$ cat config.mk
export PLATFORM = sky130hd
export DESIGN_NAME = axil_crossbar
export DESIGN_NICKNAME = d
export VERILOG_FILES = /design/src/design/gfx_soc_pkg.sv /design/src/design/axil_crossbar.sv
export SDC_FILE = /design/constraint.sdc
export NUM_CORES = 1
export LEC_CHECK = 0
export ABC_CLOCK_PERIOD_IN_PS = 2350
export BUFFER_PORTS_ARGS = -buffer_cell sky130_fd_sc_hd__buf_2
export CORE_AREA = 2 2 231 233
export DETAILED_ROUTE_END_ITERATION = 10
export DIE_AREA = 0 0 233 235
export HOLD_SLACK_MARGIN = 0.06
export PLACE_DENSITY_LB_ADDON = 0.08
export SKIP_LAST_GASP = 1
export SLEW_MARGIN = 15
export SYNTH_ARGS = -nofsm -noshare
export SYNTH_HDL_FRONTEND = slang
export SYNTH_SLANG_ARGS = --single-unit
$ cat constraint.sdc
create_clock -name hdmi_pixClk -period 2.35 [get_ports hdmi_pixClk]
set_input_delay 0.47 -clock hdmi_pixClk [delete_from_list [all_inputs] [get_ports hdmi_pixClk]]
set_output_delay 0.47 -clock hdmi_pixClk [all_outputs]
set_load 0.1 [all_outputs]
$ cat src/design/gfx_soc_pkg.sv
// Graphics SoC bus definitions
`default_nettype none

package gfx_soc_pkg;

	localparam int addr_w = 32;
	localparam int data_w = 32;
	localparam int strb_w = 4;

	typedef enum logic [1:0] {
		okay   = 2'b00,
		slverr = 2'b10,
		decerr = 2'b11
	} axil_resp_e;

	// Master driven half of an AXI-Lite port
	typedef struct packed {
		logic [addr_w-1:0] awaddr;
		logic              awvalid;
		logic [data_w-1:0] wdata;
		logic [strb_w-1:0] wstrb;
		logic              wvalid;
		logic              bready;
		logic [addr_w-1:0] araddr;
		logic              arvalid;
		logic              rready;
	} axil_req_t;

	typedef struct packed {
		logic              awready;
		logic              wready;
		axil_resp_e        bresp;
		logic              bvalid;
		logic              arready;
		logic [data_w-1:0] rdata;
		axil_resp_e        rresp;
		logic              rvalid;
	} axil_rsp_t;

	// Fill engine register map, byte offsets
	typedef enum logic [3:0] {
		reg_base  = 4'h0,
		reg_count = 4'h4,
		reg_color = 4'h8,
		reg_ctrl  = 4'hC  // Bit 0 start on write, busy/done on read
	} fill_reg_e;

	typedef enum logic [1:0] {xb_idle, xb_write, xb_read, xb_respond} xbar_state_e;

	typedef enum logic [1:0] {fill_idle, fill_issue, fill_wait_resp} fill_state_e;

endpackage

`default_nettype wire

$ cat src/design/axil_crossbar.sv
// AXI-Lite crossbar, two masters and two slaves
`timescale 1ns/1ps
`default_nettype none

module axil_crossbar #(
	parameter logic [gfx_soc_pkg::addr_w-1:0] mem_base = 32'h0000_0000,
	parameter int mem_win_bits = 12,
	parameter logic [gfx_soc_pkg::addr_w-1:0] gfx_base = 32'h0001_0000,
	parameter int gfx_win_bits = 4
) (
	input  wire                              hdmi_pixClk,
	input  wire                              rst_n,
	input  wire gfx_soc_pkg::axil_req_t [1:0] m_req,
	output gfx_soc_pkg::axil_rsp_t [1:0]      m_rsp,
	output gfx_soc_pkg::axil_req_t [1:0]      s_req,
	input  wire gfx_soc_pkg::axil_rsp_t [1:0] s_rsp
);
	import gfx_soc_pkg::*;

	xbar_state_e state;
	logic grant;    // Master that owns the path
	logic sel;      // 0 memory, 1 fill registers
	logic dec_err;
	logic is_wr;
	logic rr_ptr;   // Master with priority in the next arbitration
	logic aw_seen;
	logic w_seen;

	logic [1:0] m_any;
	logic pick;
	logic pick_wr;
	logic pick_sel;
	logic pick_err;
	logic [addr_w-1:0] pick_addr;
	logic aw_hs;
	logic w_hs;
	logic ar_hs;
	logic resp_hs;

	function automatic logic win_hit(
		input logic [addr_w-1:0] addr,
		input logic [addr_w-1:0] base,
		input int bits
	);
		return (addr >> bits) == (base >> bits);
	endfunction

	// Arbitration and decode of the candidate request
	always_comb begin
		m_any[0] = m_req[0].awvalid | m_req[0].arvalid;
		m_any[1] = m_req[1].awvalid | m_req[1].arvalid;
		pick = m_any[rr_ptr] ? rr_ptr : ~rr_ptr;
		pick_wr = m_req[pick].awvalid;  // Writes win over reads
		pick_addr = pick_wr ? m_req[pick].awaddr : m_req[pick].araddr;
		pick_sel = win_hit(pick_addr, gfx_base, gfx_win_bits);
		pick_err = !win_hit(pick_addr, mem_base, mem_win_bits) && !pick_sel;
	end

	always_comb begin
		m_rsp = '0;
		s_req = '0;
		aw_hs = 1'b0;
		w_hs = 1'b0;
		ar_hs = 1'b0;
		resp_hs = 1'b0;
		case (state)
		xb_write: begin
			if (!dec_err) begin
				s_req[sel].awaddr = m_req[grant].awaddr;
				s_req[sel].awvalid = m_req[grant].awvalid & ~aw_seen;
				s_req[sel].wdata = m_req[grant].wdata;
				s_req[sel].wstrb = m_req[grant].wstrb;
				s_req[sel].wvalid = m_req[grant].wvalid & ~w_seen;
				m_rsp[grant].awready = s_rsp[sel].awready & ~aw_seen;
				m_rsp[grant].wready = s_rsp[sel].wready & ~w_seen;
			end else begin
				m_rsp[grant].awready = ~aw_seen;  // Swallow the unmapped write
				m_rsp[grant].wready = ~w_seen;
			end
			aw_hs = m_req[grant].awvalid & m_rsp[grant].awready;
			w_hs = m_req[grant].wvalid & m_rsp[grant].wready;
		end
		xb_read: begin
			if (!dec_err) begin
				s_req[sel].araddr = m_req[grant].araddr;
				s_req[sel].arvalid = m_req[grant].arvalid;
				m_rsp[grant].arready = s_rsp[sel].arready;
			end else begin
				m_rsp[grant].arready = 1'b1;
			end
			ar_hs = m_req[grant].arvalid & m_rsp[grant].arready;
		end
		xb_respond: begin
			if (is_wr) begin
				if (!dec_err) begin
					s_req[sel].bready = m_req[grant].bready;
					m_rsp[grant].bvalid = s_rsp[sel].bvalid;
					m_rsp[grant].bresp = s_rsp[sel].bresp;
				end else begin
					m_rsp[grant].bvalid = 1'b1;
					m_rsp[grant].bresp = decerr;
				end
				resp_hs = m_rsp[grant].bvalid & m_req[grant].bready;
			end else begin
				if (!dec_err) begin
					s_req[sel].rready = m_req[grant].rready;
					m_rsp[grant].rvalid = s_rsp[sel].rvalid;
					m_rsp[grant].rdata = s_rsp[sel].rdata;
					m_rsp[grant].rresp = s_rsp[sel].rresp;
				end else begin
					m_rsp[grant].rvalid = 1'b1;  // rdata stays zero
					m_rsp[grant].rresp = decerr;
				end
				resp_hs = m_rsp[grant].rvalid & m_req[grant].rready;
			end
		end
		default: ;
		endcase
	end

	always_ff @(posedge hdmi_pixClk or negedge rst_n) begin
		if (!rst_n) begin
			state <= xb_idle;
			grant <= 1'b0;
			sel <= 1'b0;
			dec_err <= 1'b0;
			is_wr <= 1'b0;
			rr_ptr <= 1'b0;
			aw_seen <= 1'b0;
			w_seen <= 1'b0;
		end else begin
			case (state)
			xb_idle: begin
				if (|m_any) begin
					grant <= pick;
					sel <= pick_sel;
					dec_err <= pick_err;
					is_wr <= pick_wr;
					rr_ptr <= ~pick;
					state <= pick_wr ? xb_write : xb_read;
				end
			end
			xb_write: begin
				if ((aw_hs | aw_seen) & (w_hs | w_seen)) begin
					aw_seen <= 1'b0;
					w_seen <= 1'b0;
					state <= xb_respond;
				end else begin
					aw_seen <= aw_seen | aw_hs;
					w_seen <= w_seen | w_hs;
				end
			end
			xb_read: begin
				if (ar_hs)
					state <= xb_respond;
			end
			xb_respond: begin
				if (resp_hs)
					state <= xb_idle;  // Held here by bready/rready
			end
			default: state <= xb_idle;
			endcase
		end
	end

endmodule

`default_nettype wire

Word level (Yosys, flattened, before mapping)
Index checks and enable logic that the tools add are counted.
{"block": "op_classes", "n_reduce_logical": 10, "order_cmp": 6, "n_eq_ne": 8, "bitwise_logic": 27, "n_mux": 95}
{"cell": "$bwmux W210", "n": 5}
{"cell": "$mux W210", "n": 5}
{"cell": "$demux W105 S1", "n": 9}
{"cell": "$mux W82", "n": 11}
{"cell": "$and A210 B210 Y210", "n": 4}
{"cell": "$pmux W210 S3", "n": 1}
{"cell": "$bwmux W82", "n": 7}
{"cell": "$mux W105", "n": 5}
{"cell": "$and A82 B82 Y82", "n": 5}
{"cell": "$demux W41 S1", "n": 8}
{"cell": "$pmux W82 S3", "n": 1}
{"cell": "$mux W41", "n": 5}
{"cell": "$mux W36", "n": 4}
{"cell": "$mux W37", "n": 3}
{"cell": "$mux W40", "n": 2}
{"cell": "$mux W73", "n": 1}
{"cell": "$mux W72", "n": 1}
{"cell": "$mux W35", "n": 2}
{"cell": "$mux W39", "n": 1}
{"cell": "$mux W34", "n": 1}
{"cell": "$logic_not A32 Y1", "n": 1}
{"cell": "$mux W32", "n": 1}
{"cell": "$eq A28 B13 Y1 const B", "n": 1}
{"cell": "$mux W1", "n": 14}
{"cell": "17 further kinds", "n": 48}
{"block": "totals", "input_bits": 294, "ff_bits": 9, "elab_cells": 154}

Longest topological paths before layout
Gate-level depths: netlist (run 1).
{"block": "logic_depth", "ltp_word": 17, "ltp_mapped": 8}

Worst setup path after synthesis (run 1)
No wires, ideal clock.
{"block": "synth_timing", "path_type": "reg2out", "startpoint": "reg grant", "endpoint": "out m_rsp[39] (netlist name)", "arrival_ns": 4.025, "t_required_ns": 1.880, "stages_incl_launch_ff": 6, "path_slack_ns": -2.145, "path_buffers": 4, "path_cell_list": "dfrtp_1 > buf_2 > buf_2 > buf_2 > buf_1 > nor4_1"}
{"element": "from (decl)", "line": "axil_crossbar.sv:21", "source": "logic grant;"}
{"element": "from (signal assigned)", "line": "axil_crossbar.sv:135", "source": "grant <= pick;"}
{"element": "to (decl)", "line": "axil_crossbar.sv:14", "source": "output gfx_soc_pkg::axil_rsp_t [1:0] m_rsp,"}

==> summary.md, run 1 <==
| Metric | Value |
|---|---|
| HPWL Detailed | around 37,000 microns |
| Final wirelength | approximately 45,000 microns |
| Largest family of logic cells by synthesized area | simple AND/OR/NAND/NOR gates |
| Core area | between 0.05 and 0.06 sq mm |
| Filler cell count | 5,398 |
| Clk_lat worst skew | approximately 240 ps |
| TritonRoute pass-1 iters | 4 |
| Final-report setup violation count | 143 |
| Worst EP required | between 1500 and 2000 ps |
| Congestion Overflow GR | 0 |
| Final clock skew | between 4 and 5 ps |
| Largest net degree at the start of global routing | 34 |
| Fmax | between 400 and 500 MHz |
| Final hold vios | 0 |
| Die ar. | between 0.05 and 0.06 sq mm |
| Slew headroom | approximately 42% |
| Int Power | approximately 3000 uW |
| Iter 0 DRT Violations | around 190 |
| WP data arrival | slightly below 2000 ps |
| Slew Viols, Final | 0 |
| Clock buffer depth | 2 |
| Chip height | roughly 240 microns |
| Remaining DRCs | 0 |
| Async set-reset flop share out of synthesis | between 90% and 100% |
| All-Layer GR Usage | 14.92% |
| Unrepaired setup endpoints after global routing | true |
| Commonest cells after routing, fill and taps aside | buf_12, buf_2, nor2_4, mux2i_1, buf_4 |
| Area of the multi-input gates | 0.005668 sq mm |
| Buffers plus inverters on the worst setup path | 4 |
| Switching share of power | between 50 and 60% |
| Wirelength per Cell | around 22 microns |
| Final WS setup | -65.45 ps |
| Via-to-Cell Ratio | between 3 and 4 |
| P per Cell Area | between 300 and 400 mW/mm^2 |
| Least-Margin Pin Slew | ~860 ps |
| Leading cell type in the layout, fill and taps excluded | buf_12 |
| Die W | around 230 microns |
| Psw | 3397 uW |
| Synthesized flop and latch total | 9 |
| Min-delay worst type | primary input to asynchronous set/reset pin |
| Mapped Nets | 936 |
| Worst setup path class | flop to output port |
| CTS root buffer | clkbuf_16 |
| # H-tree levels | 1 |
| Simple-gate share of the synthesized area | a little over two fifths |
| Mux contribution to synthesized area | a little under two fifths |
| DP Worst Slack | -274.6 ps |
| Clk slew on worst S/H paths | 40 ps |
| Number of port buffers | about 590 |
| Combinational Power Share | 88.9% |
| Post-synth top area share | 35.86% |
| Cell variety after synth | 46 |
| Initial Util | roughly 7.4% |
| Clock share of power | 4.9% |
| Max-cap violations | 0 |
| Leak | between 0.006 and 0.007 uW |
| First-pass GRT wire length | 58,920 microns |
| Failing checks | negative setup slack |
| FF/Latch Area | ~230 sq um |
| Main synth FF type | dfrtp_1 |
| Synth area leader | mux2i_1 |
| Hold WS | between 100 and 150 ps |
| Final GP Congestion | 0.8461 |
| Share of layout cells above drive strength 1 | between 80% and 90% |
| Compound-Gate Fraction of Synth Area | 6.804% |
| Synth warnings | 0 |
| Cell chain of the critical path | inv_2, ha_4, nor3_4, buf_6, nand2_8, buf_16, nor2_4, buf_12 |
| Status | finished with violations |
| Placement row count | between 80 and 90 |
| Endpoint type of the worst setup path | output port |
| Final ANT Viol Nets | 0 |
| Initial antenna violation count | 6 |
| Critical-path top delay cell | dfrtp_1 |
| Sequential area share after synthesis | about 5.8% |
| DR vias | 7,453 |
| Nets | ~1,600 |
| Vias in the first global route | roughly 7,600 |
| Seq pwr share | 6.2% |
| Final Core Density | between 30% and 40% |
| TritonCTS buffer count | 3 |
| Tmin final | between 2000 and 2500 ps |
| Synthesized area | 0.003880 sq mm |
| Final TNS setup | -3145 ps |
| Layout area overhead | 314.9% |
| Top post-synthesis cells by area | mux2i_1, nor2_1, dfrtp_1 |
| Startpoint types | flop |
| Synth Area in XOR/XNOR | 0% |
| Post-Synthesis Cells | ~640 |
| Syn_area_per_cell | 6.091 sq um |
| TritonCTS clock tree | done |
| EDFF count, synth | 0 |
| Peak supply drop | around 0.34 mV |
| IO Count | 586 |
| Clock Sinks | 9 |
| Crit path max fanout | 7 |
| CP max stage delay | 370 ps |
| Synth Area in Adders | under 10% |
| Final Cycle Share | 102.8% |
| Hold-fix buffers at CTS | 0 |
| Top cell family by delay on the critical path | buffers and inverters |
[logic make-up after synthesis]
kind of cell | after synthesis
AND/OR/NAND/NOR | 385
adder cells (fa/ha/maj) | 5
flip-flops | 9
AO/OA/AOI/OAI | 36
buffers and inverters | 57
multiplexers | 145
[stage by stage]
| step | area [sq um] | total power (uW) | cells |
|---|---|---|---|
| global placement | 14380 | 5190 | 1964 |
| CTS | 15180 | 6106 | 1994 |
| floorplan | 5568 | 3347 | 637 |
| global route | 16090 | 6712 | 2016 |
| detailed placement | 14380 | 5197 | 1964 |
| finish | 16100 | 6337 | 2017 |
[routing by layer]
metal	GRT usage [%]	wire length, microns
met2	29.35	24450
met3	3.799	3031
met4	2.085	593
met1	16.02	17120
met5	0	62
[power groups by stage]
| stage | clock [uW] | combinational, uW | sequential (uW) |
|---|---|---|---|
| 2_1_floorplan | 0 | 3030 | 320 |
| 3_3_place_gp | 0 | 4780 | 413 |
| 3_5_place_dp | 0 | 4780 | 416 |
| 4_1_cts | 324 | 5380 | 401 |
| 5_1_grt | 331 | 5970 | 411 |
| 6_report | 310 | 5630 | 394 |
[sequential cells by signal, summed over array words and instances (netlist names)]
| register | count |
|---|---|
| state | 2 |
| w_seen | 1 |
| grant | 1 |
| dec_err | 1 |
| sel | 1 |
| rr_ptr | 1 |
| is_wr | 1 |
| aw_seen | 1 |
[cell type report]
| cell class | count | share of cell area (%) |
|---|---|---|
| inverter | 6 | 0.1399 |
| tap | 688 | 5.348 |
| clock buffer | 4 | 0.4897 |
| antenna | 2 | 0.03109 |
| timing repair buffer | 736 | 57.34 |
| sequential | 9 | 1.438 |
| multi-input combinational | 572 | 35.21 |
[synth_stat cells, types with 2 or more instances]
library cell,count
or3_1,4
nor4b_1,2
or4_1,4
mux2_2,6
o21a_1,2
a211o_1,2
nor3_1,15
ha_1,5
or4b_1,3
buf_2,11
clkbuf_1,33
a211oi_1,8
nand4_1,3
o21ai_0,5
mux2i_1,139
nor2_1,293
nand2b_1,4
inv_1,6
dfrtp_1,9
nor2b_1,8
o211ai_1,2
nand2_1,16
buf_1,6
nor4_1,14
and3_1,2
a21oi_1,4
o22ai_1,2
nand3_1,11
[path summary, 6_finish.rpt]
kind                       slack, ps  cells after the start         to  startpoint
max                              -70                      8  s_req[75]    state[0]
min                              110                      1     w_seen       rst_n
max reg2reg                      120                      8   state[1]       grant
min reg2reg                      600                      2     rr_ptr      rr_ptr
max in group asynchronous       1980                      1      grant       rst_n
min in group hdmi_pixClk         600                      2     rr_ptr      rr_ptr
[timing repair]
action	in CTS	in global routing
buffers inserted	23	5
resized for setup	97	110
hold endpoints to repair	0	0
gates cloned	5	17
setup endpoints to repair	234	286
pin swaps	15	82
(Power assumes the default switching activity.)
==> run 2, diff against run 1 <==
--- a/config.mk
+++ b/config.mk
@@ -11,7 +11,7 @@
 export DETAILED_ROUTE_END_ITERATION = 10
 export DIE_AREA = 0 0 233 235
 export HOLD_SLACK_MARGIN = 0.06
-export PLACE_DENSITY_LB_ADDON = 0.08
+export PLACE_DENSITY = 0.31
 export SKIP_LAST_GASP = 1
 export SLEW_MARGIN = 15
 export SYNTH_ARGS = -nofsm -noshare
==> summary.md, run 2 (same netlist as run 1, synthesis figures left out) <==
| Metric | Value |
|---|---|
| Flop-to-flop setup slack | 320 ps (+200 ps) |
| Final clock skew | 3.474 ps (-1.062 ps) |
| Max FFs per register | 2 (unchanged) |
| Chip height | 235 microns (unchanged) |
| Initial antenna violation count | 6 (unchanged) |
| Worst setup path class | flop to output port |
| IO Count | 586 (unchanged) |
| Remaining DRCs | 0 (unchanged) |
| Final instance area | 0.01611 sq mm (+0.10%) |
| Final GP Congestion | 0.8578 (+1.4%) |
| Placement row count | 84 (unchanged) |
| P per Cell Area | 389.9 mW/mm^2 (-0.98%) |
| Slew headroom | 58.24% (+16 points) |
| Dpl cells | 2,012 (+2.4%) |
| Die ar. | 0.05476 sq mm (unchanged) |
| Leak | 0.006251 uW (+1.1%) |
| TritonRoute pass-1 iters | 4 (unchanged) |
| Tmin final | 2377 ps (-38.68 ps) |
| FF/Latch Area | 231.5 sq um (unchanged) |
| Endpoint type of the worst setup path | output port |
| Nets | 1,661 (+2.1%) |
| Startpoint types | flop |
| Wirelength per Cell | 19.58 microns (-13%) |
| Clock Sinks | 9 (unchanged) |
| Vias in the first global route | 7,861 (+3.0%) |
| All-Layer GR Usage | 13.78% (-1.1 points) |
| Via-to-Cell Ratio | 3.667 (-0.76%) |
| Status | finished with violations |
| # H-tree levels | 1 (unchanged) |
| Layout area overhead | 315.3% |
| Clock buffer depth | 2 (unchanged) |
| Clk slew on worst S/H paths | 40 ps (about the same) |
| Worst R2R Start | grant |
| Number of port buffers | 585 (unchanged) |
| Die W | 233 microns (unchanged) |
| Fmax | 420.7 MHz (+1.6%) |
| Post-DP Area | 0.01488 sq mm (+3.4%) |
| Crit path max fanout | 14 (+7) |
| Final ANT Viol Nets | 0 (unchanged) |
| Top reg by flops | state |
| Peak supply drop | 0.5207 mV (+54%) |
| Commonest cells after routing, fill and taps aside | buf_12, buf_2, nor2_4, buf_4, mux2i_1 |
| Congestion Overflow GR | 0 (unchanged) |
| DR vias | 7,517 (+0.86%) |
| TritonCTS clock tree | done |
| Largest net degree at the start of global routing | 33 (-2.9%) |
| Final wirelength | 40,140 microns (-11%) |
| RR Endpoint | state[1] |
| Final Core Density | 30.85% (+0.031 points) |
| Min-delay worst type | primary input to asynchronous set/reset pin |
| Worst EP required | 1880 ps (about the same) |
| TritonCTS buffer count | 3 (unchanged) |
| Unrepaired setup endpoints after global routing | true |
| HPWL Detailed | 34,720 microns (-7.3%) |
| Final-report setup violation count | 14 (-90%) |
| Worst setup path start | state[1] |
| Filler cell count | 5,354 (-0.82%) |
| Area of the multi-input gates | 0.005635 sq mm (-0.57%) |
| Final WS setup | -26.78 ps (+38.68 ps) |
| Worst r2r path cells | 6 (-2) |
| Clk_lat worst skew | 240 ps (about the same) |
| Iter 0 DRT Violations | 157 (-18%) |
| Final hold vios | 0 (unchanged) |
| Final Cycle Share | 101.1% (-1.6 points) |
| Pwr Total | 6282 uW (-0.88%) |
| Fin cells | 2,050 (+1.6%) |
| Failing checks | negative setup slack |
| Max-cap violations | 0 (unchanged) |
| Initial Util | 7.428% (unchanged) |
| Share of layout cells above drive strength 1 | 82.73% (+1.1 points) |
| First-pass GRT wire length | 55,390 microns (-6.0%) |
| Timing endpoint of the critical path | s_req[55] |
| Least-Margin Pin Slew | 617.7 ps (-242.0 ps) |
| Leading cell type in the layout, fill and taps excluded | buf_12 |
| Slew Viols, Final | 0 (unchanged) |
| Core area | 0.05224 sq mm (unchanged) |
| WP data arrival | 1910 ps (-40 ps) |
| CTS root buffer | clkbuf_16 |
run 2: cell types whose count changed in the layout (fill, tap and decap cells not counted), sizes merged:
cell    before  now
buf        720  764
clkbuf      19    9
diode        2    1
run 2: cell type report:
type                    instances  area share [%]
multi-input cells             572           34.97
diodes                          1         0.01553
clock buffers                   4          0.4892
repair buffers                770           57.60
inverters                       6          0.1398
flip-flops and latches          9           1.437
well taps                     688           5.342
run 2: critical path: stages (launching register included):
cell and delay (ps):
dfrtp_1 390, inv_2 90, buf_4 130, ha_4 200, buf_6 160, nand2_4 130
buf_12 200, nor2_2 170, buf_12 190
run 2: what timing repair did:
action                                  4_1_cts  5_1_grt
hold buffers                                  0        0
setup buffers                                 8       15
resized for setup                            88      102
pin swaps                                     7       42
endpoints found under the setup margin      257      235
gates cloned                                  6        5
run 2: worst min path at each step:
stage,from,to,slack (ps),cells past startpoint
final,rst_n,w_seen,90,1
after global placement,rst_n,w_seen,360,1
after detailed placement,rst_n,w_seen,360,1
after floorplan,rst_n,aw_seen,170,0
after CTS,rst_n,w_seen,110,1
after global routing,rst_n,w_seen,110,1
run 2: metrics by stage:
| step | setup WS (ps) | hold slack, ps | TNS, ps |
|---|---|---|---|
| floorplan | -784.6 | 174.4 | -75850 |
| global placement | -292.6 | 355.0 | -522.1 |
| detailed placement | -314.2 | 355.5 | -553.9 |
| CTS | -71.74 | 107.4 | -3026 |
| global route | -111.7 | 109.6 | -8145 |
| finish | -26.78 | 94.98 | -147.3 |
run 2: metal layers:
layer	global-route usage (%)	share of wire (%)	vias up
met5	0	0.075	-
met4	1.641	1.0	6
met3	2.367	6.1	22
met2	27.34	55	302
met1	15.40	38	3535
li1	-	-	3652
run 2: power breakdown:
| group | switching [uW] | internal [uW] | total [uW] | leakage [uW] |
|---|---|---|---|---|
| clock network | 79.2 | 227 | 306 | 0.0000382 |
| registers | 130 | 227 | 357 | 0.000102 |
| logic | 3100 | 2520 | 5620 | 0.00611 |
| total | 3310 | 2970 | 6280 | 0.00625 |
==> run 3, diff against run 2 <==
==> constraint.sdc (replaced) <==
create_clock -name hdmi_pixClk -period 2.35 [get_ports hdmi_pixClk]
set_input_delay 0 -clock hdmi_pixClk [delete_from_list [all_inputs] [get_ports hdmi_pixClk]]
set_output_delay 0 -clock hdmi_pixClk [all_outputs]
set_load 0.1 [all_outputs]
==> summary.md, run 3 (same netlist as run 1, synthesis figures left out) <==
| Metric | Value |
|---|---|
| Final ANT Viol Nets | 0 (unchanged) |
| # H-tree levels | 1 (unchanged) |
| Clk slew on worst S/H paths | 40 ps (about the same) |
| Core area | 0.05224 sq mm (unchanged) |
| Worst setup path class | flop to output port |
| DR vias | 6,988 (-7.0%) |
| Worst EP required | 2350 ps (+470 ps) |
| Status | complete, no violations |
| Timing endpoint of the critical path | s_req[153] |
| Share of layout cells above drive strength 1 | 77.52% (-5.2 points) |
| Initial Util | 7.428% (unchanged) |
| Clock Sinks | 9 (unchanged) |
| Die ar. | 0.05476 sq mm (unchanged) |
| Final GP Congestion | 0.8284 (-3.4%) |
| Final TNS setup | 0 ps (+147.3 ps) |
| Final Core Density | 26.45% (-4.4 points) |
| Chip height | 235 microns (unchanged) |
| All-Layer GR Usage | 12.90% (-0.88 points) |
| Max FFs per register | 2 (unchanged) |
| RR Endpoint | sel |
| Worst R2R Start | rr_ptr |
| Wirelength per Cell | 19.86 microns (+1.4%) |
| Fmax | 446.1 MHz (+6.0%) |
| Commonest cells after routing, fill and taps aside | buf_2, buf_12, nor2_2, mux2i_1, nor2_4 |
| Worst setup path start | state[0] |
| Placement row count | 84 (unchanged) |
| Layout area overhead | 256.1% |
| Post-DP Area | 0.01351 sq mm (-9.2%) |
| Die W | 233 microns (unchanged) |
| Worst r2r path cells | 5 (-1) |
| Crit path max fanout | 37 (+23) |
| Leading cell type in the layout, fill and taps excluded | buf_2 |
| TritonCTS buffer count | 3 (unchanged) |
| IO Count | 586 (unchanged) |
| Fin cells | 1,935 (-5.6%) |
| Top reg by flops | state |
| TritonRoute pass-1 iters | 4 (unchanged) |
| First-pass GRT wire length | 51,940 microns (-6.2%) |
| Peak supply drop | 0.4391 mV (-16%) |
| CTS root buffer | clkbuf_16 |
| Initial antenna violation count | 7 (+1) |
| Endpoint type of the worst setup path | output port |
| Number of port buffers | 585 (unchanged) |
| Cell chain of the critical path | inv_1, ha_1, nor2_2, nand3_4, buf_12, nor2_2, buf_12 |
| Final instance area | 0.01382 sq mm (-14%) |
| WP data arrival | 2240 ps (+330 ps) |
| Iter 0 DRT Violations | 210 (+34%) |
| Least-Margin Pin Slew | 806.5 ps (+188.8 ps) |
| CP max stage delay | 370 ps (-20 ps) |
| Dpl cells | 1,915 (-4.8%) |
| Clock buffer depth | 2 (unchanged) |
| Flop-to-flop setup slack | 230 ps (-90 ps) |
| Slew headroom | 45.74% (-12 points) |
| Remaining DRCs | 0 (unchanged) |
| Final wirelength | 38,430 microns (-4.3%) |
| Pwr Total | 4829 uW (-23%) |
| Unrepaired setup endpoints after global routing | false |
| Vias in the first global route | 7,141 (-9.2%) |
| Startpoint types | flop |
| Slew Viols, Final | 0 (unchanged) |
| Largest net degree at the start of global routing | 102 (+210%) |
| Nets | 1,541 (-7.2%) |
| Clk_lat worst skew | 230 ps (about the same) |
| Final Cycle Share | 95.38% (-5.8 points) |
| Via-to-Cell Ratio | 3.611 (-1.5%) |
| Critical-path top delay cell | dfrtp_1 |
| P per Cell Area | 349.5 mW/mm^2 (-10%) |
| Min-delay worst type | primary input to asynchronous set/reset pin |
| HPWL Detailed | 32,940 microns (-5.1%) |
| Congestion Overflow GR | 0 (unchanged) |
| TritonCTS clock tree | done |
| Final-report setup violation count | 0 (-14) |
| Tmin final | 2241 ps (-135.3 ps) |
| Leak | 0.005344 uW (-15%) |
| Max-cap violations | 0 (unchanged) |
| Final clock skew | 0.8081 ps (-2.666 ps) |
| Final hold vios | 0 (unchanged) |
run 3: power by group:
part | switching (uW) | total, uW | internal [uW] | leakage (uW)
Sequential | 166 | 392 | 227 | 0.000102
Combinational | 2640 | 4130 | 1500 | 0.00520
Clock | 75.7 | 303 | 227 | 0.0000382
run 3: how the worst min path moves through the flow:
stage,end,slack [ps],cells past startpoint
after floorplan,aw_seen,-300,0
after global placement,aw_seen,-120,1
after detailed placement,aw_seen,-120,1
after CTS,aw_seen,170,2
after global routing,aw_seen,180,2
final,aw_seen,160,2
run 3: through the flow:
step | hold slack (ps) | setup slack (ps)
floorplan | -295.6 | -751.0
global placement | -119.4 | 175.1
detailed placement | -120.6 | 158.2
CTS | 169.1 | 28.30
global route | 183.0 | 11.00
finish | 165.0 | 108.5
run 3: layer usage:
layer | vias to the layer above | GRT usage (%) | part of all wire (%)
met5 | - | 0 | 0.023
met4 | 2 | 2.007 | 0.81
met1 | 3269 | 14.63 | 38
li1 | 3397 | - | -
met3 | 12 | 2.791 | 7.1
met2 | 308 | 24.67 | 54
run 3: final cells by class:
cell class / instances / area (sq um)
tap: 688 / 860.8
inverter: 6 / 22.52
clock buffer: 4 / 78.83
multi-input combinational: 571 / 4726
antenna: 6 / 15.01
fill: 5529 / 38420
sequential: 9 / 231.5
timing repair buffer: 651 / 7883
run 3: critical path, delay by kind of cell (launching register included):
family / cells / cell delay, ps
buf+inv: 3 / 540
flops: 1 / 370
simple gates: 3 / 700
fa+ha+maj: 1 / 300
run 3: what timing repair did:
action	4_1_cts	5_1_grt
gates resized for setup	3	9
buffers inserted	0	5
cloned	0	4
pin swaps	0	1
endpoints found under the setup margin	50	110
hold buffers	1	0
hold endpoints to repair	9	0
