--- src/design/gfx_soc_pkg.sv ---
// Graphics SoC bus definitions
`default_nettype none

package gfx_soc_pkg;

	localparam int addr_w = 32;
	localparam int data_w = 32;
	localparam int strb_w = 4;

	typedef enum logic [1:0] {
		okay   = 2'b00,
		slverr = 2'b10,
		decerr = 2'b11
	} axil_resp_e;

	// Master driven half of an AXI-Lite port
	typedef struct packed {
		logic [addr_w-1:0] awaddr;
		logic              awvalid;
		logic [data_w-1:0] wdata;
		logic [strb_w-1:0] wstrb;
		logic              wvalid;
		logic              bready;
		logic [addr_w-1:0] araddr;
		logic              arvalid;
		logic              rready;
	} axil_req_t;

	typedef struct packed {
		logic              awready;
		logic              wready;
		axil_resp_e        bresp;
		logic              bvalid;
		logic              arready;
		logic [data_w-1:0] rdata;
		axil_resp_e        rresp;
		logic              rvalid;
	} axil_rsp_t;

	// Fill engine register map, byte offsets
	typedef enum logic [3:0] {
		reg_base  = 4'h0,
		reg_count = 4'h4,
		reg_color = 4'h8,
		reg_ctrl  = 4'hC  // Bit 0 start on write, busy/done on read
	} fill_reg_e;

	typedef enum logic [1:0] {xb_idle, xb_write, xb_read, xb_respond} xbar_state_e;

	typedef enum logic [1:0] {fill_idle, fill_issue, fill_wait_resp} fill_state_e;

endpackage

`default_nettype wire

--- src/design/fill_engine.sv ---
// Framebuffer fill engine
`timescale 1ns/1ps
`default_nettype none

module fill_engine #(
	parameter int gfx_win_bits = 4
) (
	input  wire                         hdmi_pixClk,
	input  wire                         rst_n,
	input  wire gfx_soc_pkg::axil_req_t cfg_req,
	output gfx_soc_pkg::axil_rsp_t      cfg_rsp,
	output gfx_soc_pkg::axil_req_t      dma_req,
	input  wire gfx_soc_pkg::axil_rsp_t dma_rsp,
	output logic                        irq
);
	import gfx_soc_pkg::*;

	fill_state_e state;
	logic [addr_w-1:0] base_q;
	logic [data_w-1:0] count_q;
	logic [data_w-1:0] color_q;
	logic done;
	logic busy;
	logic [addr_w-1:0] cur_addr;
	logic [data_w-1:0] remain;   // Words still to write
	logic aw_ok;
	logic w_ok;
	logic cfg_bvalid;
	logic cfg_rvalid;
	logic [data_w-1:0] cfg_rdata;
	logic cfg_wr_go;
	logic cfg_rd_go;
	logic [gfx_win_bits-1:0] wr_off;
	logic [gfx_win_bits-1:0] rd_off;
	logic start;
	logic aw_hs;
	logic w_hs;

	function automatic logic [data_w-1:0] merge(
		input logic [data_w-1:0] old,
		input logic [data_w-1:0] val,
		input logic [strb_w-1:0] strb
	);
		logic [data_w-1:0] res;
		res = old;
		for (int b = 0; b < strb_w; b++) begin
			if (strb[b])
				res[8*b +: 8] = val[8*b +: 8];
		end
		return res;
	endfunction

	assign busy = (state != fill_idle);
	assign irq = done;

	assign wr_off = cfg_req.awaddr[gfx_win_bits-1:0];
	assign rd_off = cfg_req.araddr[gfx_win_bits-1:0];
	assign cfg_wr_go = cfg_req.awvalid & cfg_req.wvalid & ~cfg_bvalid;
	assign cfg_rd_go = cfg_req.arvalid & ~cfg_rvalid;
	assign start = cfg_wr_go & ~busy & cfg_req.wdata[0] & (wr_off == gfx_win_bits'(reg_ctrl));

	always_comb begin
		cfg_rsp.awready = cfg_wr_go;
		cfg_rsp.wready = cfg_wr_go;
		cfg_rsp.bresp = okay;
		cfg_rsp.bvalid = cfg_bvalid;
		cfg_rsp.arready = ~cfg_rvalid;
		cfg_rsp.rdata = cfg_rdata;
		cfg_rsp.rresp = okay;
		cfg_rsp.rvalid = cfg_rvalid;
	end

	// Write master, read channel unused
	always_comb begin
		dma_req = '0;
		dma_req.awaddr = cur_addr;
		dma_req.awvalid = (state == fill_issue) & ~aw_ok;
		dma_req.wdata = color_q;
		dma_req.wstrb = '1;
		dma_req.wvalid = (state == fill_issue) & ~w_ok;
		dma_req.bready = (state == fill_wait_resp);
	end

	assign aw_hs = dma_req.awvalid & dma_rsp.awready;
	assign w_hs = dma_req.wvalid & dma_rsp.wready;

	// Register file
	always_ff @(posedge hdmi_pixClk or negedge rst_n) begin
		if (!rst_n) begin
			base_q <= '0;
			count_q <= '0;
			color_q <= '0;
			cfg_bvalid <= 1'b0;
			cfg_rvalid <= 1'b0;
			cfg_rdata <= '0;
		end else begin
			if (cfg_wr_go) begin
				cfg_bvalid <= 1'b1;
				if (!busy) begin  // Dropped while a fill runs
					case (wr_off)
					gfx_win_bits'(reg_base):  base_q <= merge(base_q, cfg_req.wdata, cfg_req.wstrb);
					gfx_win_bits'(reg_count): count_q <= merge(count_q, cfg_req.wdata, cfg_req.wstrb);
					gfx_win_bits'(reg_color): color_q <= merge(color_q, cfg_req.wdata, cfg_req.wstrb);
					default: ;
					endcase
				end
			end else if (cfg_req.bready) begin
				cfg_bvalid <= 1'b0;
			end
			if (cfg_rd_go) begin
				cfg_rvalid <= 1'b1;
				case (rd_off)
				gfx_win_bits'(reg_base):  cfg_rdata <= base_q;
				gfx_win_bits'(reg_count): cfg_rdata <= count_q;
				gfx_win_bits'(reg_color): cfg_rdata <= color_q;
				gfx_win_bits'(reg_ctrl):  cfg_rdata <= {{(data_w-2){1'b0}}, done, busy};
				default: cfg_rdata <= '0;
				endcase
			end else if (cfg_req.rready) begin
				cfg_rvalid <= 1'b0;
			end
		end
	end

	// Fill FSM, one write in flight
	always_ff @(posedge hdmi_pixClk or negedge rst_n) begin
		if (!rst_n) begin
			state <= fill_idle;
			done <= 1'b0;
			cur_addr <= '0;
			remain <= '0;
			aw_ok <= 1'b0;
			w_ok <= 1'b0;
		end else begin
			case (state)
			fill_idle: begin
				if (start) begin
					cur_addr <= base_q;
					remain <= count_q;
					done <= (count_q == '0);  // Empty fill finishes at once
					if (count_q != '0)
						state <= fill_issue;
				end
			end
			fill_issue: begin
				if ((aw_hs | aw_ok) & (w_hs | w_ok)) begin
					aw_ok <= 1'b0;
					w_ok <= 1'b0;
					state <= fill_wait_resp;
				end else begin
					aw_ok <= aw_ok | aw_hs;
					w_ok <= w_ok | w_hs;
				end
			end
			fill_wait_resp: begin
				if (dma_rsp.bvalid) begin
					cur_addr <= cur_addr + addr_w'(4);
					remain <= remain - data_w'(1);
					if (remain == data_w'(1)) begin
						done <= 1'b1;
						state <= fill_idle;
					end else begin
						state <= fill_issue;
					end
				end
			end
			default: state <= fill_idle;
			endcase
		end
	end

endmodule

`default_nettype wire

--- config.mk ---
export PLATFORM = sky130hd
export DESIGN_NAME = fill_engine
export DESIGN_NICKNAME = d
export VERILOG_FILES = /design/src/design/gfx_soc_pkg.sv /design/src/design/fill_engine.sv
export SDC_FILE = /design/constraint.sdc
export NUM_CORES = 1
export LEC_CHECK = 0
export ABC_AREA = 1
export BUFFER_PORTS_ARGS = -buffer_cell sky130_fd_sc_hd__buf_2
export CAP_MARGIN = 10
export CORE_AREA = 2 2 213 215
export CTS_CLUSTER_SIZE = 8
export DETAILED_ROUTE_END_ITERATION = 8
export DIE_AREA = 0 0 215 217
export PLACE_DENSITY = 0.43
export SYNTH_ARGS = -nofsm -noshare
export SYNTH_HDL_FRONTEND = slang
export SYNTH_SLANG_ARGS = --single-unit
export TNS_END_PERCENT = 1
--- constraint.sdc ---
create_clock -name hdmi_pixClk -period 4.12 [get_ports hdmi_pixClk]
set_input_delay 0.824 -clock hdmi_pixClk [delete_from_list [all_inputs] [get_ports hdmi_pixClk]]
set_output_delay 0.824 -clock hdmi_pixClk [all_outputs]
set_load 0.02 [all_outputs]
# ---- After elaboration in Yosys (flattened, before gate mapping)
# Cells that the tools add are included.
dict set report classes {
  add_sub_neg 2
  n_eq_ne 14
  mux 23
  bitwise_logic 18
  n_reduce_logical 24
}
# operator n
set ops {}
lappend ops {{$mux W32} 4}
lappend ops {{$pmux W32 S2} 2}
lappend ops {{$pmux W32 S4} 1}
lappend ops {{$reduce_and A4 Y1} 14}
lappend ops {{$add A32 B3 Y32 const B} 1}
lappend ops {{$eq A32 B1 Y1 const B} 1}
lappend ops {{$logic_not A32 Y1} 1}
lappend ops {{$reduce_bool A32 Y1} 1}
lappend ops {{$sub A32 B1 Y32 const B} 1}
lappend ops {{$eq A4 B4 Y1 const B} 4}
lappend ops {{$and A1 B1 Y1} 11}
lappend ops {{$mux W1} 10}
lappend ops {{$eq A4 B3 Y1 const B} 2}
lappend ops {{$logic_not A4 Y1} 2}
lappend ops {{$mux W2} 4}
lappend ops {{$reduce_bool A2 Y1} 4}
lappend ops {{$ne A2 B1 Y1 const B} 3}
lappend ops {{$pmux W2 S3} 1}
lappend ops {{$not A1 Y1} 5}
lappend ops {{$ne A2 B2 Y1 const B} 2}
lappend ops {{$reduce_and A3 Y1} 1}
lappend ops {{$eq A2 B1 Y1 const B} 1}
lappend ops {{$eq A2 B2 Y1 const B} 1}
lappend ops {{$logic_not A2 Y1} 1}
lappend ops {{2 further kinds} 3}
dict set report word_totals {
  regBits 199
  in_bits 148
  out_inout_bits 147
  word_cells 102
}

# ---- Longest topological paths before layout
# Gate-level depths: netlist (run 1).
dict set report depth {
  ltp_word 7
  depth_mapped 11
  ltp_nobuf 10
}

# ---- Least setup slack after synthesis (run 1)
# No wires, ideal clock.
dict set report synth_timing {
  path_kind {in2out}
  startpoint {input port cfg_req[35] (netlist bit)}
  endpoint {output port cfg_rsp[39] (netlist bit)}
  t_arrival_ns 1.231
  required_time_ns 3.296
  setup_slack_ns 2.065
  path_stages 3
  n_path_buf 1
  cell_sequence {nand3_1 -> inv_1 -> buf_4}
}
dict set report synth_between {
  elab_chain_cells 2
}
# item line
set synth_lines {}
lappend synth_lines {{from (decl)} fill_engine.sv:10} ;# input wire gfx_soc_pkg::axil_req_t cfg_req,
lappend synth_lines {{$and A1 B1 Y1 (2 in a row)} fill_engine.sv:58} ;# assign cfg_wr_go = cfg_req.awvalid & cfg_req.wvalid & ~cfg_bvalid;
lappend synth_lines {{to (decl)} fill_engine.sv:11} ;# output gfx_soc_pkg::axil_rsp_t cfg_rsp,
# No other way between the ends.

==> load_flow_metrics.sql, run 1 <==
INSERT INTO impl_metrics (metric_group, metric, value, unit) VALUES
('synthesis', 'synth_flop_cell', 'sky130_fd_sc_hd__dfrtp_1', ''),
('finish', 'syn2layout_area_growth', '16.7', '%'),
('route', 'wl_per_cell', '16.6', 'microns'),
('setup_path', 'critical_path_class', 'flop to output port', ''),
('grt', 'gr-total-overflow', '0', ''),
('clock_tree', 'largest_buffer_count_on_any_clock_path', '2', ''),
('power_and_ir_drop', 'power_density', '576', 'nW/um^2'),
('die', 'die_w', '215', 'microns'),
('clock_tree', 'cts_hold_repair.buffers', '0', ''),
('placement', 'dpl-instance-area', '12200', 'sq um'),
('route', 'routed_via_density', '4.41', ''),
('outcome', 'result_of_the_run', 'finished, final reports clean', ''),
('grt', 'antenna_found_initial', '0', ''),
('die', 'floorplan.die_area', '46700', 'sq um'),
('grt', 'grt_use_total', '16.3', '%'),
('grt', 'grt_max_degree', '73', ''),
('grt', 'grt_first_pass_wirelength', '58300', 'microns'),
('timing', 'setup_ws', '1.62', 'ns'),
('timing', 'final_max_slew_viols', '0', ''),
('timing', 'totalNegativeSetupSlack', '0', 'ns'),
('synthesis', 'synth_edf_count', '0', ''),
('clock_tree', 'cts_made_buffers', '17', ''),
('clock_tree', 'cts.sink_count', '199', ''),
('clock_tree', 'clk_pin_slew_worst_paths', '0.07', 'ns'),
('synthesis', 'post_synth_num_cell_types', '34', ''),
('synthesis', 'synth_warnings', '0', ''),
('timing', 'timing_worst_slew_pin_value', '1.06', 'ns'),
('placement', 'portBuffers', '158', ''),
('finish', 'insertedDiodeCount', '0', ''),
('die', 'io_pins', '295', ''),
('setup_path', 'crit_fanout', '19', ''),
('power_and_ir_drop', 'power.static_leakage', '6.14', 'nW'),
('synthesis', 'synth_top_cell_area_share', '45.4', '%'),
('placement', 'dpl.hpwl', '29000', 'microns'),
('setup_path', 'critPathRequiredTime', '3.30', 'ns'),
('finish', 'layout.cell_area.non_filler', '12800', 'sq um'),
('timing', 'worst_slew_margin_relative_to_its_limit', '29.3', '%'),
('clock_tree', 'cts_tree', 'yes', ''),
('clock_tree', 'cts_setup_buffers', '0', ''),
('placement', 'post_place_setup_slack', '1.43', 'ns'),
('synthesis', 'syn_inst', '1533', ''),
('route', 'drt_first_iter_violations', '728', ''),
('finish', 'fin_nets', '1815', ''),
('synthesis', 'synth.cells.most_frequent', 'sky130_fd_sc_hd__nand2_1, sky130_fd_sc_hd__dfrtp_1, sky130_fd_sc_hd__o21ai_0, sky130_fd_sc_hd__inv_1, sky130_fd_sc_hd__nor2_1', ''),
('die', 'placeableCoreArea', '44700', 'sq um'),
('die', 'die_h', '217', 'microns'),
('route', 'dr_total_vias', '10046', ''),
('clock_tree', 'postCtsResizedCells', '0', ''),
('synthesis', 'post_synth_main_area_contributors', 'sky130_fd_sc_hd__dfrtp_1, sky130_fd_sc_hd__nand2_1, sky130_fd_sc_hd__o21ai_0, sky130_fd_sc_hd__inv_1, sky130_fd_sc_hd__nor2_1', ''),
('route', 'route.detailed.drc', '0', ''),
('setup_path', 'r2r.worst_path.cells', '7', ''),
('setup_path', 'worstSetupStartpointType', 'flop', ''),
('clock_tree', 'clock-root-buffer', 'sky130_fd_sc_hd__clkbuf_16', ''),
('timing', 'post-route-min-period', '2.50', 'ns'),
('placement', 'gp_congestion', '0.862', ''),
('flow_run', 'cap_violations', '0', ''),
('synthesis', 'synthMostInstantiatedCell', 'sky130_fd_sc_hd__nand2_1', ''),
('timing', 'worst_clock_skew', '0.0117', 'ns'),
('synthesis', 'syn-cell-area', '11000', 'sq um'),
('setup_path', 'regToRegEndpoint', 'base_q[22]$_DFFE_PN0P_', ''),
('setup_path', 'timing.rr.start', 'state[0]$_DFFE_PN0P_', ''),
('grt', 'number_of_global_route_vias_before_repair', '9463', ''),
('route', 'drt_pass1_iterations', '5', ''),
('setup_path', 'worst-endpoint-arrival', '1.68', 'ns'),
('route', 'route.antenna.remaining_nets', '0', ''),
('clock_tree', 'cts_htree_levels', '4', ''),
('route', 'route.final.wire_length', '37900', 'microns'),
('clock_tree', 'worstSkewPairLatency', '0.46', 'ns'),
('setup_path', 'timing.critical_path.to_type', 'output port', ''),
('timing', 'timing.fmax', '0.400', 'GHz'),
('synthesis', 'synth_top_area_cell', 'sky130_fd_sc_hd__dfrtp_1', '');
==> area by class of cell <==
cell class                 count  area, sq um
timing repair buffer         172          930
fill                        5017        31900
multi-input combinational   1110         4890
sequential                   199         4980
tap                          600          751
clock buffer                  18          439
inverter                     164          616
clock inverter                13          193
==> layout by cell type, fill, tap and decap left out, types with 3 or more instances in the layout <==
| master | instances |
|---|---|
| sky130_fd_sc_hd__xor2_1 | 9 |
| sky130_fd_sc_hd__a21oi_1 | 66 |
| sky130_fd_sc_hd__nand2_1 | 491 |
| sky130_fd_sc_hd__inv_2 | 3 |
| sky130_fd_sc_hd__inv_1 | 161 |
| sky130_fd_sc_hd__nor2_1 | 151 |
| sky130_fd_sc_hd__o21ai_0 | 189 |
| sky130_fd_sc_hd__buf_4 | 12 |
| sky130_fd_sc_hd__o21ai_1 | 20 |
| sky130_fd_sc_hd__clkbuf_16 | 17 |
| sky130_fd_sc_hd__dfrtp_1 | 199 |
| sky130_fd_sc_hd__nor2_2 | 3 |
| sky130_fd_sc_hd__buf_2 | 157 |
| sky130_fd_sc_hd__nor3_1 | 5 |
| sky130_fd_sc_hd__o211ai_1 | 6 |
| sky130_fd_sc_hd__xnor2_1 | 4 |
| sky130_fd_sc_hd__nand4_1 | 13 |
| sky130_fd_sc_hd__ha_1 | 3 |
| sky130_fd_sc_hd__inv_6 | 3 |
| sky130_fd_sc_hd__conb_1 | 42 |
| sky130_fd_sc_hd__nand3_1 | 81 |
| sky130_fd_sc_hd__nand3b_1 | 5 |
| sky130_fd_sc_hd__bufinv_16 | 4 |
| sky130_fd_sc_hd__nand2_2 | 10 |
==> worst max-delay path, cell delays in order (launching register included) <==
cell and delay [ns]:
sky130_fd_sc_hd__dfrtp_1 0.40, sky130_fd_sc_hd__inv_1 0.11, sky130_fd_sc_hd__nand2_2 0.12, sky130_fd_sc_hd__inv_2 0.32, sky130_fd_sc_hd__buf_2 0.27
==> registers in the layout, indices dropped and copies added, names as in the netlist <==
register and count:
cfg_rvalid 1, state 2, cfg_rdata 32, count_q 32, cur_addr 32, aw_ok 1, color_q 32, irq 1
w_ok 1, remain 32, cfg_bvalid 1, base_q 32
==> power breakdown <==
part           switching [W]  internal [W]
Clock               0.000822       0.00104
Sequential          0.000600       0.00239
Combinational        0.00173      0.000784
Total                0.00315       0.00422
==> per-layer routing <==
layer	track usage (%)	share of wire [%]	vias to the layer above
li1	-	-	5037
met1	23.5	50	4766
met2	25.8	46	215
met3	2.22	3.1	28
met4	4.11	1.3	0
met5	0	0	-
==> how the worst max path moves through the flow <==
| stage | slack (ns) | end | cells past startpoint | start |
|---|---|---|---|---|
| after CTS | 1.56 | dma_req[34] | 4 | state[0]$_DFFE_PN0P_ |
| after floorplan | 2.07 | cfg_rsp[39] | 3 | cfg_req[35] |
| after global routing | 1.49 | dma_req[34] | 4 | state[0]$_DFFE_PN0P_ |
| final | 1.62 | dma_req[34] | 4 | state[0]$_DFFE_PN0P_ |
| after detailed placement | 1.43 | count_q[17]$_DFFE_PN0P_ | 8 | cfg_req[73] |
| after global placement | 1.44 | count_q[17]$_DFFE_PN0P_ | 8 | cfg_req[73] |
==> cell families (layout without fill, tap and decap cells) <==
| family | after synthesis | in the layout | synth area share [%] |
|---|---|---|---|
| AO/OA/AOI/OAI | 288 | 288 | 13.5 |
| XOR/XNOR | 13 | 13 | 1.04 |
| adder cells (fa/ha/maj) | 3 | 3 | 0.343 |
| buffers and inverters | 264 | 367 | 11.4 |
| flip-flops | 199 | 199 | 45.4 |
| multiplexers | 2 | 2 | 0.205 |
| other | 2 | 42 | 0.0685 |
| AND/OR/NAND/NOR | 762 | 762 | 28.0 |
==> stage by stage <==
stage | cells | util, % | power (W) | hold WS, ns
global placement | 2245 | 27.2 | 0.00554 | 0.464
finish | 2276 | 28.6 | 0.00737 | 0.322
floorplan | 1573 | - | 0.00459 | 0.453
detailed placement | 2245 | 27.2 | 0.00556 | 0.469
CTS | 2276 | 28.6 | 0.00745 | 0.334
global route | 2276 | 28.6 | 0.00789 | 0.338
Note: power is estimated with default switching activity, not from simulation.
==> inputs of run 2 (changes only) <==
- clock period: 4.12 -> 2.4 ns (I/O delays scaled with it)
==> run 2 against run 1 <==
  * Worst setup slack lost 1.2 ns
  * Count of clock-buffer cells in the layout is 3 higher
  * Via count up 1.3%
  * Routed wire length up 1.1%
  * Utilization rose by 0.38 points
  * Register-to-register slack lost 1.5 ns
  * First-iteration DRC count is 15% lower
  * Cell count rose by 0.83%
  * Die area unchanged
  * Worst hold slack lost 0.11 ns
  * Final area is 1.3% higher
  * Clock skew is 0.0039 ns lower
  * Critical path type unchanged
  * Largest cell class unchanged
==> load_flow_metrics.sql, run 2 (synthesis results as in run 1) <==
INSERT INTO impl_metrics (metric_group, metric, value, unit) VALUES
('grt', 'use_met1', '23.3', '%'),
('timing', 'timing.fmax', '0.507', 'GHz'),
('setup_path', 'critical_path_class', 'flop to output port', ''),
('setup_path', 'timing.critical_path.to_type', 'output port', ''),
('grt', 'grt_max_degree', '62', ''),
('setup_path', 'worstSetupStartpointType', 'flop', ''),
('die', 'io_pins', '295', ''),
('die', 'placeableCoreArea', '44700', 'sq um'),
('finish', 'drive_above_1_share', '14.3', '%'),
('route', 'route.final.wire_length', '38300', 'microns'),
('timing', 'rsz0062_at_grt', 'false', ''),
('clock_tree', 'clk_pin_slew_worst_paths', '0.07', 'ns'),
('setup_path', 'critPathRequiredTime', '1.92', 'ns'),
('route', 'wl_per_cell', '16.7', 'microns'),
('timing', 'totalNegativeSetupSlack', '0', 'ns'),
('timing', 'post-route-min-period', '1.97', 'ns'),
('worst_hold_path', 'min_delay_worst_type', 'primary input to flop', ''),
('grt', 'globalRoute.busiestLayer', 'met2', ''),
('grt', 'grtUsageMet3', '2.40', '%'),
('finish', 'syn2layout_area_growth', '18.3', '%'),
('finish', 'final_common_cell', 'sky130_fd_sc_hd__nand2_1', ''),
('finish', 'insertedDiodeCount', '0', ''),
('grt', 'gr-total-overflow', '0', ''),
('timing', 'setup_viol', '0', ''),
('die', 'die_h', '217', 'microns'),
('route', 'dr_total_vias', '10176', ''),
('grt', 'antenna_found_initial', '0', ''),
('timing', 'min_period_over_period', '82.2', '%'),
('clock_tree', 'cts_hold_repair.buffers', '1', ''),
('placement', 'portBuffers', '158', ''),
('die', 'die_w', '215', 'microns'),
('route', 'route.antenna.remaining_nets', '0', ''),
('die', 'floorplan.die_area', '46700', 'sq um'),
('placement', 'gp_congestion', '0.853', ''),
('route', 'routed_via_density', '4.43', ''),
('power_and_ir_drop', 'power_density', '963', 'nW/um^2'),
('clock_tree', 'clock-root-buffer', 'sky130_fd_sc_hd__clkbuf_16', ''),
('flow_run', 'cap_violations', '0', ''),
('timing', 'final_hold_viol_count', '0', ''),
('grt', 'grt_first_pass_wirelength', '58500', 'microns'),
('worst_hold_path', 'holdPathStages', '2', ''),
('power_and_ir_drop', 'total_power_draw', '0.0125', 'W'),
('clock_tree', 'cts_tree', 'yes', ''),
('finish', 'fin_nets', '1834', ''),
('clock_tree', 'largest_buffer_count_on_any_clock_path', '2', ''),
('finish', 'nFillCells', '4990', ''),
('timing', 'worst_slew_margin_relative_to_its_limit', '54.2', '%'),
('clock_tree', 'cts_setup_buffers', '0', ''),
('grt', 'use_met2', '25.9', '%'),
('timing', 'worst_clock_skew', '0.00787', 'ns'),
('finish', 'multi_input_area', '4890', 'sq um'),
('power_and_ir_drop', 'power.static_leakage', '6.23', 'nW'),
('power_and_ir_drop', 'vdd_ir_drop_max', '433', 'uV'),
('setup_path', 'worst-endpoint-arrival', '1.49', 'ns'),
('route', 'drt_pass1_iterations', '5', ''),
('setup_path', 'r2r.worst_path.cells', '9', ''),
('placement', 'dpl-instance-area', '12400', 'sq um'),
('placement', 'placed_cells_incl_taps', '2263', ''),
('placement', 'dpl.hpwl', '29300', 'microns'),
('finish', 'commonest_cells_after_routing_fill_and_taps_aside', 'sky130_fd_sc_hd__nand2_1, sky130_fd_sc_hd__dfrtp_1, sky130_fd_sc_hd__o21ai_0, sky130_fd_sc_hd__inv_1, sky130_fd_sc_hd__buf_2', ''),
('clock_tree', 'cts_htree_levels', '4', ''),
('die', 'initial_core_util', '24.5', '%'),
('outcome', 'result_of_the_run', 'finished, final reports clean', ''),
('clock_tree', 'cts.sink_count', '199', ''),
('timing', 'final_max_slew_viols', '0', ''),
('setup_path', 'crit_fanout', '7', ''),
('route', 'route.detailed.drc', '0', ''),
('route', 'drt_first_iter_violations', '618', ''),
('clock_tree', 'worstSkewPairLatency', '0.46', 'ns'),
('grt', 'grt_use_total', '16.4', '%'),
('die', 'placement_rows', '78', ''),
('finish', 'layout.cell_area.non_filler', '13000', 'sq um'),
('clock_tree', 'cts_made_buffers', '17', ''),
('timing', 'timing_worst_slew_pin_value', '0.687', 'ns'),
('clock_tree', 'postCtsResizedCells', '0', ''),
('finish', 'instances_no_fill', '2295', ''),
('grt', 'number_of_global_route_vias_before_repair', '9531', ''),
('finish', 'regArea', '4980', 'sq um');
-- run 2: changes by cell type in the layout (fill, tap and decap cells not counted) --
cell,change
sky130_fd_sc_hd__clkbuf_1,+2
sky130_fd_sc_hd__buf_4,+12
sky130_fd_sc_hd__clkbuf_8,+1
sky130_fd_sc_hd__buf_12,+6
sky130_fd_sc_hd__clkinvlp_4,-1
sky130_fd_sc_hd__inv_6,-2
sky130_fd_sc_hd__bufinv_16,-2
sky130_fd_sc_hd__clkinv_4,+1
sky130_fd_sc_hd__dlygate4sd3_1,+1
sky130_fd_sc_hd__clkinv_2,+1
-- run 2: path summary, 6_finish.rpt --
| kind | to | slack, ns | from |
|---|---|---|---|
| worst max-delay path | dma_req[34] | 0.43 | state[0]$_DFFE_PN0P_ |
| worst min-delay path | cfg_bvalid$_DFFE_PN0P_ | 0.21 | cfg_req[34] |
| worst max register to register | cur_addr[26]$_DFFE_PN0P_ | 0.44 | state[0]$_DFFE_PN0P_ |
| worst min register to register | cfg_rdata[0]$_DFFE_PN0P_ | 0.48 | cfg_rdata[0]$_DFFE_PN0P_ |
| max in group asynchronous | color_q[31]$_DFFE_PN0P_ | 1.15 | rst_n |
| min in group asynchronous | cur_addr[30]$_DFFE_PN0P_ | 0.54 | rst_n |
-- run 2: per-layer routing --
layer / vias to the layer above / part of all wire (%)
met3: 34 / 3.5
met5: - / 0
met1: 4835 / 49
met2: 233 / 46
met4: 0 / 1.8
li1: 5074 / -
-- run 2: critical path, cell delays in order (launching register included) --
cell and delay, ns:
sky130_fd_sc_hd__dfrtp_1 0.39, sky130_fd_sc_hd__inv_1 0.10, sky130_fd_sc_hd__nand2_2 0.13, sky130_fd_sc_hd__inv_2 0.19, sky130_fd_sc_hd__buf_2 0.22
-- run 2: cell type report --
type | count | area share (%)
repair buffers | 191 | 8.87
inverters | 164 | 4.75
clock inverters | 10 | 0.936
clock buffers | 21 | 3.55
well taps | 600 | 5.79
flip-flops and latches | 199 | 38.4
multi-input cells | 1110 | 37.7
-- run 2: per-stage QoR --
step	setup slack, ns	util (%)	hold slack, ns
floorplan	0.735	-	0.184
global placement	0.341	27.7	0.426
detailed placement	0.327	27.7	0.430
CTS	0.382	29.0	0.186
global route	0.203	29.0	0.220
finish	0.428	29.0	0.210
-- run 2: report_power, final --
group	switching, W	internal (W)
combinational	0.00300	0.00138
sequential	0.00103	0.00411
clock	0.00137	0.00160
==> inputs of run 3 (changes only) <==
- clock period: 2.4 -> 1.9 ns (I/O delays scaled with it)
==> run 3 against run 2 <==
  * Global-route usage rose by 0.37 points
  * Die area is the same
  * Worst setup slack lost 0.40 ns
  * Register-to-register slack worse by 0.30 ns
  * Count of clock-buffer cells in the layout is the same
  * Critical path depth is 2 higher
  * Cell count rose by 1.2%
  * Combinational power grew 32%
  * Via count grew 0.56%
  * Highest routed layer unchanged
  * Utilization increased by 0.88 points
  * Sequential cell count is the same
  * Critical path type unchanged
==> load_flow_metrics.sql, run 3 (synthesis results as in run 1) <==
INSERT INTO impl_metrics (metric_group, metric, value, unit) VALUES
('outcome', 'result_of_the_run', 'finished, final reports clean', ''),
('timing', 'setup_viol', '0', ''),
('setup_path', 'worst-endpoint-arrival', '1.50', 'ns'),
('route', 'drt_first_iter_violations', '764', ''),
('grt', 'antenna_found_initial', '0', ''),
('setup_path', 'timing.rr.start', 'state[1]$_DFFE_PN0P_', ''),
('die', 'die_w', '215', 'microns'),
('setup_path', 'cpLargestDelayFamily', 'buffers and inverters', ''),
('die', 'initial_core_util', '24.5', '%'),
('finish', 'instances_no_fill', '2322', ''),
('route', 'drt_pass1_iterations', '5', ''),
('worst_hold_path', 'holdPathStages', '2', ''),
('clock_tree', 'clock-root-buffer', 'sky130_fd_sc_hd__clkbuf_16', ''),
('grt', 'gr-total-overflow', '0', ''),
('die', 'placement_rows', '78', ''),
('finish', 'insertedDiodeCount', '0', ''),
('clock_tree', 'cts_made_buffers', '17', ''),
('timing', 'timing.fmax', '0.533', 'GHz'),
('timing', 'min_period_over_period', '98.8', '%'),
('placement', 'post_place_setup_slack', '-0.00474', 'ns'),
('finish', 'fin_nets', '1860', ''),
('clock_tree', 'cts_tree', 'yes', ''),
('clock_tree', 'cts.sink_count', '199', ''),
('setup_path', 'crit_fanout', '3', ''),
('timing', 'post-route-min-period', '1.88', 'ns'),
('route', 'routed-wl-met2', '17500', 'microns'),
('timing', 'rsz0062_at_grt', 'true', ''),
('route', 'dr_total_vias', '10233', ''),
('timing', 'final_max_slew_viols', '0', ''),
('setup_path', 'max_incr_delay_on_cp', '0.40', 'ns'),
('setup_path', 'worstSetupStartpointType', 'flop', ''),
('route', 'routed_via_density', '4.41', ''),
('setup_path', 'timing.critical_path.from', 'state[0]$_DFFE_PN0P_', ''),
('route', 'maxUsedRoutingLayer', 'met4', ''),
('clock_tree', 'clk_pin_slew_worst_paths', '0.07', 'ns'),
('setup_path', 'critPathSlowestCell', 'sky130_fd_sc_hd__dfrtp_1', ''),
('worst_hold_path', 'min_delay_worst_type', 'primary input to flop', ''),
('route', 'wl_per_cell', '16.5', 'microns'),
('grt', 'grt_max_degree', '62', ''),
('placement', 'dpl.hpwl', '29700', 'microns'),
('timing', 'setup_ws', '0.0233', 'ns'),
('die', 'die_h', '217', 'microns'),
('placement', 'portBuffers', '158', ''),
('grt', 'grt_first_pass_wirelength', '60100', 'microns'),
('route', 'route.antenna.remaining_nets', '0', ''),
('setup_path', 'worst-path-buf-inv', '5', ''),
('power_and_ir_drop', 'power.static_leakage', '6.40', 'nW'),
('power_and_ir_drop', 'vdd_ir_drop_max', '654', 'uV'),
('die', 'placeableCoreArea', '44700', 'sq um'),
('flow_run', 'cap_violations', '0', ''),
('route', 'drt-met1-wl', '18900', 'microns'),
('finish', 'drive_above_1_share', '16.0', '%'),
('setup_path', 'critical_path_class', 'flop to output port', ''),
('clock_tree', 'worstSkewPairLatency', '0.46', 'ns'),
('grt', 'grt_use_total', '16.8', '%'),
('setup_path', 'timing.critical_path.to_type', 'output port', ''),
('die', 'floorplan.die_area', '46700', 'sq um'),
('die', 'io_pins', '295', ''),
('setup_path', 'crit_path_frequent_cell', 'sky130_fd_sc_hd__buf_12', ''),
('clock_tree', 'largest_buffer_count_on_any_clock_path', '2', ''),
('timing', 'worst_clock_skew', '0.0168', 'ns'),
('placement', 'gp_congestion', '0.877', ''),
('worst_hold_path', 'hp-start', 'cfg_req[34]', ''),
('route', 'route.final.wire_length', '38400', 'microns'),
('route', 'route.detailed.drc', '0', ''),
('setup_path', 'r2r.worst_path.cells', '10', ''),
('finish', 'syn2layout_area_growth', '21.8', '%'),
('setup_path', 'critPathRequiredTime', '1.52', 'ns'),
('finish', 'final_common_cell', 'sky130_fd_sc_hd__nand2_1', ''),
('power_and_ir_drop', 'power_density', '1200', 'nW/um^2'),
('finish', 'commonest_cells_after_routing_fill_and_taps_aside', 'sky130_fd_sc_hd__nand2_1, sky130_fd_sc_hd__dfrtp_1, sky130_fd_sc_hd__o21ai_0, sky130_fd_sc_hd__inv_1, sky130_fd_sc_hd__buf_2', ''),
('finish', 'nFillCells', '4995', ''),
('clock_tree', 'cts_htree_levels', '4', ''),
('placement', 'placed_cells_incl_taps', '2286', ''),
('grt', 'number_of_global_route_vias_before_repair', '9898', ''),
('route', 'wire_length_on_met3', '1210', 'microns'),
('setup_path', 'cp_num_cells', '6', ''),
('timing', 'final_hold_viol_count', '0', ''),
('setup_path', 'cp_cell_sequence', 'inv_2 -> nand2_2 -> buf_12 -> inv_6 -> buf_12 -> buf_4', '');
-- run 3: routing by layer --
metal	vias to the layer above	track usage [%]
met5	-	0
met2	242	27.0
li1	5131	-
met3	33	1.93
met4	0	5.08
met1	4827	23.7
-- run 3: path summary, 6_finish.rpt --
check	to	slack (ns)
setup / recovery	dma_req[34]	0.02
hold / removal	cfg_bvalid$_DFFE_PN0P_	0.09
setup reg to reg	color_q[17]$_DFFE_PN0P_	0.14
hold reg to reg	cfg_rdata[3]$_DFFE_PN0P_	0.47
max in group asynchronous	count_q[7]$_DFFE_PN0P_	0.92
min in group asynchronous	cur_addr[11]$_DFFE_PN0P_	0.40
-- run 3: stage by stage --
step	utilization, %	setup TNS [ns]	hold slack, ns	area (sq um)	total power [W]
5_1_grt	29.9	-0.0867	0.116	13400	0.0172
2_1_floorplan	-	0	0.0844	11100	0.00996
3_3_place_gp	28.4	0	0.315	12700	0.0123
4_1_cts	29.8	-0.0109	0.0714	13300	0.0161
3_5_place_dp	28.4	-0.00474	0.315	12700	0.0123
6_report	29.9	0	0.0929	13400	0.0160
-- run 3: repair_timing --
action,4_1_cts,5_1_grt
buffers inserted,2,0
endpoints found under the setup margin,5,54
gates cloned,1,0
pin swaps,0,0
hold buffers,1,0
gates resized for setup,7,9
endpoints found under the hold margin,25,0
-- run 3: layout make-up --
type	count	area (sq um)	area share, %
clock inverter	11	123	0.918
tap	600	751	5.62
clock buffer	21	440	3.30
inverter	164	621	4.65
timing repair buffer	217	1520	11.4
sequential	199	4980	37.3
multi-input combinational	1110	4920	36.9
-- run 3: power by group --
| group | switching (W) | internal [W] |
|---|---|---|
| clock network | 0.00175 | 0.00195 |
| logic | 0.00384 | 0.00196 |
| registers | 0.00131 | 0.00519 |
| total | 0.00689 | 0.00909 |
